### src/design/eeprom_bus_pkg.sv
package eeprom_bus_pkg;

    // Fixed device type code of the 24C16 family
    localparam logic [3:0] dev_code = 4'b1010;

    // 2048 bytes: block bits 10:8 travel in the control byte
    localparam int addr_w = 11;
    localparam int data_w = 8;

    // One bus operation of the bit engine, each four sck quarters long
    typedef enum logic [1:0] {
        op_start,
        op_stop,
        op_write,
        op_read
    } bit_op_t;

endpackage

### src/design/eeprom_bit_engine.sv
`timescale 1ns/1ps

module eeprom_bit_engine #(
    parameter int QUARTER_DIV = 4
) (
    input  logic                    scl,
    input  logic                    rst_n,
    input  logic                    bit_go,
    input  eeprom_bus_pkg::bit_op_t bit_op,
    input  logic                    bit_wr,
    input  logic                    sda_in,
    output logic                    bit_done,
    output logic                    bit_rd,
    output logic                    sck,
    output logic                    eng_sda_low
);
    import eeprom_bus_pkg::*;

    localparam int qcnt_w = (QUARTER_DIV > 1) ? $clog2(QUARTER_DIV) : 1;

    logic              active;
    logic [qcnt_w-1:0] qcnt;
    logic [1:0]        phase;
    logic              quarter_end;
    bit_op_t           op_q;
    logic              wr_q;

    // Returns {sck, sda_low} for one quarter of an operation
    function automatic logic [1:0] shape(input bit_op_t op, input logic wr, input logic [1:0] ph);
        logic       sck_hi;
        logic [1:0] s;
        sck_hi = (ph == 2'd1) || (ph == 2'd2);
        case (op)
            op_start:
            begin
                // Release sda with sck low, raise sck, then pull sda low
                case (ph)
                    2'd0:    s = 2'b00;
                    2'd1:    s = 2'b10;
                    2'd2:    s = 2'b11;
                    default: s = 2'b01;
                endcase
            end
            op_stop:
            begin
                // sda rises while sck stays high, bus left idle
                case (ph)
                    2'd0:    s = 2'b01;
                    2'd1:    s = 2'b11;
                    default: s = 2'b10;
                endcase
            end
            op_write: s = {sck_hi, ~wr};
            default:  s = {sck_hi, 1'b0};
        endcase
        return s;
    endfunction

    assign quarter_end = active && (qcnt == qcnt_w'(QUARTER_DIV - 1));
    assign bit_done    = quarter_end && (phase == 2'd3);

    always_ff @(posedge scl)
    begin
        if (!rst_n)
        begin
            active      <= 1'b0;
            qcnt        <= '0;
            phase       <= 2'd0;
            sck         <= 1'b1;
            eng_sda_low <= 1'b0;
        end
        else if (!active)
        begin
            if (bit_go)
            begin
                active                <= 1'b1;
                qcnt                  <= '0;
                phase                 <= 2'd0;
                {sck, eng_sda_low}    <= shape(bit_op, bit_wr, 2'd0);
            end
        end
        else if (quarter_end)
        begin
            qcnt  <= '0;
            phase <= phase + 2'd1;
            if (phase == 2'd3)
                active <= 1'b0;
            else
                {sck, eng_sda_low} <= shape(op_q, wr_q, phase + 2'd1);
        end
        else
        begin
            qcnt <= qcnt + 1'b1;
        end
    end

    always_ff @(posedge scl)
    begin
        if (!active && bit_go)
        begin
            op_q <= bit_op;
            wr_q <= bit_wr;
        end
        // Sample at the sck high midpoint
        if (quarter_end && (phase == 2'd1))
            bit_rd <= sda_in;
    end

endmodule

### config.mk
export PLATFORM = sky130hd
export DESIGN_NAME = eeprom_bit_engine
export DESIGN_NICKNAME = d
export VERILOG_FILES = /design/src/design/eeprom_bus_pkg.sv /design/src/design/eeprom_bit_engine.sv
export SDC_FILE = /design/constraint.sdc
export NUM_CORES = 1
export LEC_CHECK = 0
export BUFFER_PORTS_ARGS = -buffer_cell sky130_fd_sc_hd__buf_4
export CAP_MARGIN = 20
export CORE_UTILIZATION = 30
export CTS_BUF_LIST = sky130_fd_sc_hd__clkbuf_4 sky130_fd_sc_hd__clkbuf_8
export CTS_CLUSTER_DIAMETER = 80
export DETAILED_ROUTE_END_ITERATION = 8
export PLACE_DENSITY_LB_ADDON = 0.3
export SETUP_SLACK_MARGIN = 0.05
export SLEW_MARGIN = 0
export SYNTH_ARGS = -nofsm -noshare
export SYNTH_HDL_FRONTEND = slang
export SYNTH_SLANG_ARGS = --single-unit
### constraint.sdc
create_clock -name scl -period 2.66 [get_ports scl]
set_clock_uncertainty 0.15 [all_clocks]
set_input_delay 0.133 -clock scl [delete_from_list [all_inputs] [get_ports scl]]
set_output_delay 0.133 -clock scl [all_outputs]
set_load 0.03 [all_outputs]
==> reports/qor.txt <==
status = finished clean
worst rel slew slack = 71.26%
Routed WL = 1055 µm
drt pass-1 iters = 4
GRT Total Usage = 12.17%
Seq pwr share = 52.4%
CP Cell Sequence = inv_1 -> ha_1 -> xor2_1 -> nor2_1 -> a2111o_1 -> o211ai_2
register area = 260.3 µm²
RSZ-0062 raised after global routing = false
combinational share of power = 12.9%
Sw Pwr = 85.98 µW
layout net count = 88
post-CTS setup buffers = 0
Worst R2R End = sck$_SDFFE_PN1P_
fmax = 591.9 MHz
WHS Path Cells = 3
TNS Setup = 0 ps
CTS root buffer = clkbuf_4
met2 GRT Util = 18.03%
Area Overhead vs Synth = 30.89%
gr busiest metal = met2
via/cell ratio = 4.505
cell area power density = 475.9 mW/mm²
htree depth = 1
worst hold path startpoint = bit_go
R2R setup slack = 970 ps
Post-route DRC = 0
Worst Hold Class = input pin to flop
initial antenna violation count = 0
Post-Synthesis Cells = 56
placer's final routability congestion estimate = 0.7139
fin area = 758.2 µm²
CP max stage delay = 400 ps
Final Hold Viols = 0
Max Buffers Root-to-Sink = 2
ratio of cells with drive above 1 in the final layout = 21.62%
die area = 0.002111 mm²
Leakage = 0.0003560 µW
CTS tree = yes
Max VDD drop = 0.3673 mV
Sw Share = 23.83%
Die H = 45.95 µm
vias in the first global route = 412
final setup vio count = 0
Synth cell types = 26
Die X = 45.95 µm
startpoint types = flop
commonest non-fill, non-tap cell in the layout = buf_4
ant diodes = 0
Final HPWL DP = 711.3 µm
met1 usage = 15.53%
reg2reg path depth = 6
Worst path slowest cell = a2111o_1
clock period minus worst slack = 1690 ps
reg2reg start = phase[1]$_SDFFE_PN0P_
DR iter-0 viols = 6
CTS clock-pin slew for the worst setup and hold paths = 70 ps
max-slew violation count = 0
average wire per standard cell = 10.66 µm
Worst-Skew Late Latency = 260 ps
Worst Hold Endpoint = active$_SDFF_PN0_
effective utilization at floorplan = 32.84%
Num CTS Buffers = 3
FILL cells = 188
# port buffers = 10
clock share of power = 34.7%
final setup margin = 970.4 ps
CP Data Arrival Time = 1740 ps
first-pass GRT wire length = 1711 µm
io pins = 11
yosys warns = 0
Post-DP Area = 678.2 µm²
Int Pwr = 274.8 µW
grt ovf = 0
syn nets = 69
largest net degree at the start of global routing = 13
area of the multi-input gates = 292.8 µm²
most frequent cells in the layout = 10 x buf_4, 7 x dfxtp_1, 6 x ha_1
CP Max Fanout = 4
row count = 15
Yosys reg bits = 11
Netlist Area Pre-Place = 579.3 µm²
Place WS = 998.5 ps
Slew @ Worst Pin = 430.5 ps
post-synthesis sequential area ratio = 44.92%
vias after detailed routing = 446
worst setup path class = flop to flop
period utilization = 63.52%
Critical Path RT = 2710 ps
Post-Syn Area per Cell = 10.34 µm²
Core Region = 0.001764 mm²
clk sinks = 11
Worst setup EP type = flop
global routing usage on met3 = 3.571%
Routed Antenna Nets = 0
max_cap viols = 0
post_cts resized = 0
## per-stage QoR
stage | std cells | utilization (%) | power, µW | hold slack (ps)
finish | 99 | 42.98 | 360.8 | 60.11
global route | 99 | 42.98 | 376.3 | 72.39
CTS | 99 | 42.98 | 363.3 | 59.33
detailed placement | 90 | 38.44 | 233.1 | 166.9
global placement | 90 | 38.44 | 232.9 | 164.6
floorplan | 56 | - | 216.7 | 47.58
## power by group through the flow
stage	sequential, µW	combinational [µW]	clock [µW]
CTS	189	46.0	128
global route	191	51.0	135
floorplan	194	22.5	0
finish	189	46.4	125
global placement	193	40.1	0
detailed placement	193	40.0	0
## Yosys cell counts (all sizes together)
cell type,n,area (µm²)
and2b,2,15.01
xor2,1,8.760
a2111o,1,11.26
o211ai,1,12.51
a21o,1,7.510
a31oi,1,6.260
nand2,2,15.01
buf,1,7.510
nand2b,1,6.260
nor2b,3,18.77
o21ai,3,15.01
edfxtp,4,120.1
nor3b,2,15.01
nand3b,1,7.510
ha,6,75.07
o21bai,1,7.510
a32oi,1,8.760
and3,2,12.51
dfxtp,7,140.1
a21oi,3,15.01
inv,5,18.77
and2,1,6.260
nor2,5,18.77
mux2i,1,10.01
## cells by family (layout without fill, tap and decap cells)
logic type | Yosys count | in the layout | share of synthesized area (%)
AOI/OAI and AO/OA | 12 | 12 | 14.47
buffers and inverters | 6 | 24 | 4.536
muxes | 1 | 1 | 1.728
xor gates and xnor gates | 1 | 1 | 1.512
adders and majority gates | 6 | 6 | 12.96
and+or+nand+nor | 19 | 19 | 19.87
DFF | 11 | 11 | 44.92
## worst max-delay path: cells and delay by family (launching register included)
| kind | cells | cell delay (ps) |
|---|---|---|
| AO/OA/AOI/OAI | 2 | 480 |
| XOR/XNOR | 1 | 160 |
| adder cells (fa/ha/maj) | 1 | 340 |
| buffers and inverters | 1 | 60 |
| flip-flops | 1 | 380 |
| AND/OR/NAND/NOR | 1 | 50 |
## how the worst max path moves through the flow
stage / endpoint / from / slack, ps
after floorplan: sck$_SDFFE_PN1P_ / phase[1]$_SDFFE_PN0P_ / 1090
after global placement: sck$_SDFFE_PN1P_ / phase[1]$_SDFFE_PN0P_ / 1050
after detailed placement: sck$_SDFFE_PN1P_ / phase[1]$_SDFFE_PN0P_ / 1000
after CTS: sck$_SDFFE_PN1P_ / phase[1]$_SDFFE_PN0P_ / 980
after global routing: sck$_SDFFE_PN1P_ / phase[1]$_SDFFE_PN0P_ / 860
final: sck$_SDFFE_PN1P_ / phase[1]$_SDFFE_PN0P_ / 970
## metal layers
metal  wire length, µm  up-vias
met2               465       10
met4                17        0
met5                 0        -
met3                43        2
met1               528      202
li1                  -      232
## final cells by class
cell class	instances	area share, %
inverter	5	2.475
tap	25	4.125
clock buffer	4	3.960
timing repair buffer	15	16.50
multi-input combinational	39	38.61
sequential	11	34.32
## flip-flops by register name, indices dropped and copies added, names as in the netlist
name and count:
qcnt 2, bit_rd 1, active 1, op_q 2, phase 2, sck 1
eng_sda_low 1, wr_q 1
## repair_timing
item	in CTS	in global routing
hold buffers	5	0
endpoints found under the hold margin	8	0
setup endpoints to repair	0	0
Power figures use the tool's default switching activity.
