<file path="src/design/eeprom_bus_pkg.sv">
package eeprom_bus_pkg;

    // Fixed device type code of the 24C16 family
    localparam logic [3:0] dev_code = 4'b1010;

    // 2048 bytes: block bits 10:8 travel in the control byte
    localparam int addr_w = 11;
    localparam int data_w = 8;

    // One bus operation of the bit engine, each four sck quarters long
    typedef enum logic [1:0] {
        op_start,
        op_stop,
        op_write,
        op_read
    } bit_op_t;

endpackage

</file>
<file path="src/design/eeprom_cmd_pkg.sv">
package eeprom_cmd_pkg;

    // User request, data is a don't care for reads
    typedef struct packed {
        logic                              is_read;
        logic [eeprom_bus_pkg::addr_w-1:0] addr;
        logic [eeprom_bus_pkg::data_w-1:0] data;
    } eeprom_cmd_t;

    // Completion, data holds the read byte or zero after a write
    typedef struct packed {
        logic                              was_read;
        logic [eeprom_bus_pkg::data_w-1:0] data;
    } eeprom_rsp_t;

endpackage

</file>
<file path="src/design/eeprom_master.sv">
`timescale 1ns/1ps

module eeprom_master (
    input  logic                        scl,
    input  logic                        rst_n,
    input  logic                        cmd_valid,
    input  eeprom_cmd_pkg::eeprom_cmd_t cmd,
    output logic                        busy,
    output logic                        rsp_valid,
    output eeprom_cmd_pkg::eeprom_rsp_t rsp,
    output logic                        bit_go,
    output eeprom_bus_pkg::bit_op_t     bit_op,
    output logic                        bit_wr,
    input  logic                        bit_done,
    input  logic                        bit_rd
);
    import eeprom_bus_pkg::*;
    import eeprom_cmd_pkg::*;

    typedef enum logic [3:0] {
        ph_idle,
        ph_start,
        ph_ctrl,
        ph_addr,
        ph_data,
        ph_restart,
        ph_rctrl,
        ph_rdata,
        ph_stop
    } phase_t;

    phase_t            phase;
    phase_t            next_byte_phase;
    logic [3:0]        bit_cnt;
    logic              ack_slot;
    eeprom_cmd_t       cmd_q;
    logic [7:0]        ctrl_byte;
    logic [data_w-1:0] tx_byte;
    logic [data_w-1:0] rd_shift;

    assign busy     = (phase != ph_idle);
    assign ack_slot = (bit_cnt == 4'd8);

    // Direction bit set only for the control byte after the repeated start
    assign ctrl_byte = {dev_code, cmd_q.addr[addr_w-1:data_w], phase == ph_rctrl};

    always_comb
    begin
        case (phase)
            ph_ctrl,
            ph_rctrl: tx_byte = ctrl_byte;
            ph_addr:  tx_byte = cmd_q.addr[data_w-1:0];
            ph_data:  tx_byte = cmd_q.data;
            default:  tx_byte = '1;
        endcase
    end

    always_comb
    begin
        case (phase)
            ph_ctrl:  next_byte_phase = ph_addr;
            ph_addr:  next_byte_phase = cmd_q.is_read ? ph_restart : ph_data;
            ph_rctrl: next_byte_phase = ph_rdata;
            default:  next_byte_phase = ph_stop;
        endcase
    end

    always_comb
    begin
        bit_wr = 1'b1;
        case (phase)
            ph_start,
            ph_restart: bit_op = op_start;
            ph_rdata:
            begin
                // NACK after the single read byte
                bit_op = ack_slot ? op_write : op_read;
            end
            ph_ctrl,
            ph_addr,
            ph_data,
            ph_rctrl:
            begin
                bit_op = ack_slot ? op_read : op_write;
                bit_wr = ack_slot | tx_byte[3'd7 - bit_cnt[2:0]];
            end
            default:    bit_op = op_stop;
        endcase
    end

    always_ff @(posedge scl)
    begin
        if (!rst_n)
        begin
            phase     <= ph_idle;
            bit_cnt   <= 4'd0;
            bit_go    <= 1'b0;
            rsp_valid <= 1'b0;
        end
        else
        begin
            bit_go    <= 1'b0;
            rsp_valid <= 1'b0;
            if (phase == ph_idle)
            begin
                if (cmd_valid)
                begin
                    phase  <= ph_start;
                    bit_go <= 1'b1;
                end
            end
            else if (bit_done)
            begin
                case (phase)
                    ph_start,
                    ph_restart:
                    begin
                        phase   <= (phase == ph_start) ? ph_ctrl : ph_rctrl;
                        bit_cnt <= 4'd0;
                        bit_go  <= 1'b1;
                    end
                    ph_stop:
                    begin
                        phase     <= ph_idle;
                        rsp_valid <= 1'b1;
                    end
                    default:
                    begin
                        if (ack_slot)
                        begin
                            phase   <= next_byte_phase;
                            bit_cnt <= 4'd0;
                        end
                        else
                        begin
                            bit_cnt <= bit_cnt + 4'd1;
                        end
                        bit_go <= 1'b1;
                    end
                endcase
            end
        end
    end

    always_ff @(posedge scl)
    begin
        if ((phase == ph_idle) && cmd_valid)
            cmd_q <= cmd;
        if ((phase == ph_rdata) && bit_done && !ack_slot)
            rd_shift <= {rd_shift[data_w-2:0], bit_rd};
        if ((phase == ph_stop) && bit_done)
        begin
            rsp.was_read <= cmd_q.is_read;
            rsp.data     <= cmd_q.is_read ? rd_shift : '0;
        end
    end

endmodule

</file>
<file path="config.mk">
export PLATFORM = sky130hd
export DESIGN_NAME = eeprom_master
export DESIGN_NICKNAME = d
export VERILOG_FILES = /design/src/design/eeprom_bus_pkg.sv /design/src/design/eeprom_cmd_pkg.sv /design/src/design/eeprom_master.sv
export SDC_FILE = /design/constraint.sdc
export NUM_CORES = 1
export LEC_CHECK = 0
export ABC_CLOCK_PERIOD_IN_PS = 2300
export BUFFER_PORTS_ARGS = -buffer_cell sky130_fd_sc_hd__buf_2
export CAP_MARGIN = 40
export CORE_UTILIZATION = 35
export CTS_CLUSTER_DIAMETER = 120
export DETAILED_ROUTE_END_ITERATION = 16
export MAX_ROUTING_LAYER = met4
export PLACE_DENSITY_LB_ADDON = 0.05
export SKIP_CTS_REPAIR_TIMING = 1
export SLEW_MARGIN = 20
export SYNTH_ARGS = -nofsm -noshare
export SYNTH_HDL_FRONTEND = slang
export SYNTH_SLANG_ARGS = --single-unit
</file>
<file path="constraint.sdc">
create_clock -name scl -period 2.3 [get_ports scl]
set_input_delay 0.345 -clock scl [delete_from_list [all_inputs] [get_ports scl]]
set_output_delay 0.345 -clock scl [all_outputs]
set_load 0.01 [all_outputs]
</file>
==> impl_metrics.py <==
metrics = {
    "routing": {
        "drcViolationCount": 0,
        "dr_total_vias": 1536,
        "drt_iter0_markers": 134,
        "first_pass_iters": 6,
        "via_per_inst": 5.21,
        "wl_um": 4410,
        "ant_nets": 0,
        "wl_per_cell_um": 14.9,
    },
    "setup_path": {
        "path_class": "flop to output pin",
        "crit_required_ns": 1.96,
        "critical_path_peak_fanout": 14,
        "worst_setup_path_start_kind": "flop",
        "reg2reg_depth": 6,
        "end_kind": "output pin",
        "arrival_ns": 1.84,
    },
    "outcome": {
        "status": "finished clean",
    },
    "layout": {
        "final_cell_mix": "buf_2, edfxtp_1, buf_4",
        "final_cell_area_sq_um": 2570,
        "fill_cells": 581,
        "diodes": 0,
        "final_common_cell": "buf_2",
        "final_cells": 295,
        "final_util": 0.434,
        "syn_to_final_growth_pct": 19.7,
        "finalNetCount": 246,
        "drive_gt1_frac": 0.309,
    },
    "place": {
        "port_buffers": 39,
        "gp_congestion": 0.995,
        "placed_cells": 287,
        "dpl.hpwl_um": 3200,
        "place_area_sq_um": 2450,
    },
    "grt": {
        "use_met1": 0.196,
        "track_usage": 0.156,
        "use_met3": 0.0386,
        "grt_pass1_vias": 1489,
        "grt_use_met2": 0.240,
        "antenna_found_initial": 0,
        "grt_start_max_net_pins": 16,
        "grt_first_pass_wirelength_um": 7290,
        "grt_busiest_layer": "met2",
        "overflow": 0,
    },
    "yosys": {
        "ys_ff_latch": 47,
        "syn_nets": 198,
        "yosys_most_used_dff": "edfxtp_1",
        "synthCells": 171,
        "synthesis.area_sq_um": 2150,
        "syn_area_per_cell_sq_um": 12.5,
        "synthArstFlopShare": 0,
        "synth_seq_area_share": 0.611,
        "yosys_warnings": 0,
        "synth_cell_type_count": 48,
        "synth_edf_count": 37,
    },
    "sta": {
        "finalCriticalPeriod_ns": 2.18,
        "drv_slew": 0,
        "rsz0062_at_grt": "false",
        "finalSetupViolations": 0,
        "fmax_ghz": 0.458,
        "final.setup_skew_ns": 0.00680,
        "max_slew_margin": 0.622,
        "tightestPinTransition_ns": 0.565,
        "hold_violations": 0,
        "finalCritPeriodShare": 0.949,
    },
    "run": {
        "cap_violations": 0,
    },
    "cts": {
        "clk_path_buf_depth": 2,
        "cts_made_buffers": 5,
        "clk_pin_slew_ns": 0.09,
        "cts-root-buf": "clkbuf_8",
        "clk_latency_ns": 0.30,
        "htreeDepth": 2,
        "cts_tree": "done",
        "cts_sinks": 47,
    },
    "floorplan": {
        "die_x_um": 80.3,
        "ios": 40,
        "fp.dieArea_sq_um": 6450,
        "die_y_um": 80.3,
        "num_rows": 28,
        "start_util": 0.362,
        "coreArea_sq_um": 5920,
    },
    "worst_hold_path": {
        "hold_depth": 1,
        "min_path_type": "primary input to flop",
    },
    "pwr": {
        "vdd_ir_drop_max_uv": 402,
        "power_density_nw_per_um2": 1120,
        "power_w": 0.00288,
        "leakage_nw": 1.00,
    },
}
[power breakdown]
part           total, W  switching (W)  internal, W
sequential      0.00126       0.000125      0.00114
clock          0.000560       0.000280     0.000280
combinational   0.00106       0.000604     0.000451
total           0.00288        0.00101      0.00187
[Yosys cell counts (2+ instances only)]
cell type | instances | area share
o211ai_1 | 3 | 0.010
inv_1 | 6 | 0.010
nand2_1 | 5 | 0.0087
edfxtp_1 | 37 | 0.52
a31oi_1 | 2 | 0.0058
dfxtp_1 | 10 | 0.093
o21ai_0 | 4 | 0.0093
nor3b_1 | 2 | 0.0070
nand3_1 | 5 | 0.012
and3b_1 | 2 | 0.0082
nand4_1 | 2 | 0.0058
nor3_1 | 2 | 0.0047
nand3b_1 | 6 | 0.021
and2_1 | 9 | 0.026
a311o_1 | 2 | 0.0093
a21o_1 | 4 | 0.014
buf_2 | 2 | 0.0047
nor2_1 | 7 | 0.012
and4b_1 | 3 | 0.014
nand2b_1 | 6 | 0.017
buf_6 | 3 | 0.016
clkbuf_1 | 2 | 0.0035
buf_4 | 3 | 0.010
a21boi_0 | 3 | 0.010
a21oi_1 | 8 | 0.019
ha_1 | 2 | 0.012
nor2b_1 | 7 | 0.020
a221o_1 | 3 | 0.014
and3_1 | 2 | 0.0058
[worst max-delay path: stages (launching register included)]
cell	delay, ns
dfxtp_1	0.34
buf_4	0.19
and2b_1	0.23
a221o_1	0.36
a31oi_1	0.18
a32oi_1	0.08
buf_2	0.15
[worst paths after layout]
kind | startpoint | to | slack, ns
max reg2reg | bit_cnt[0]$_SDFFE_PN0P_ | phase[2]$_SDFFE_PN0P_ | 0.55
min | cmd[5] | cmd_q[5]$_DFFE_PP_ | 0.21
min reg2reg | rd_shift[2]$_DFFE_PP_ | rd_shift[3]$_DFFE_PP_ | 0.45
max | phase[1]$_SDFFE_PN0P_ | bit_wr | 0.12
[area by class of cell]
class                   instances  area, sq um  share of cell area
flip-flops and latches         47         1320               0.512
well taps                      75         93.8              0.0365
multi-input cells             108          743               0.289
clock buffers                   6         93.8              0.0365
repair buffers                 51          285               0.111
clock inverters                 2         13.8             0.00536
inverters                       6         22.5             0.00877
[state kept, by name, summed over array words and instances (netlist names)]
register   flops
rd_shift       8
bit_cnt        4
cmd_q         20
bit_go         1
phase          4
rsp_valid      1
rsp            9
[per-stage QoR]
step	TNS [ns]	setup slack (ns)	hold WS, ns
after CTS	-0.0933	-0.0933	0.207
after floorplan	0	0.364	0.418
after global routing	0	0.0196	0.198
after global placement	0	0.372	0.425
after detailed placement	0	0.262	0.427
final	0	0.118	0.214
[cells by family (layout without fill, tap and decap cells)]
group                      count (synthesis)  after routing  share of synthesized area
AOI/OAI and AO/OA                         44             44                      0.153
adders and majority gates                  2              2                     0.0117
buffers and inverters                     16             65                     0.0449
DFF                                       47             47                      0.611
muxes                                      1              1                    0.00466
and+or+nand+nor                           61             61                      0.174
[metal layers]
metal  part of all wire  vias to the layer above
met1               0.46                      741
met4              0.010                        0
met5                  0                        -
met3              0.056                        5
met2               0.48                       44
li1                   -                      746
No activity file was read; power rests on OpenSTA's default activity.
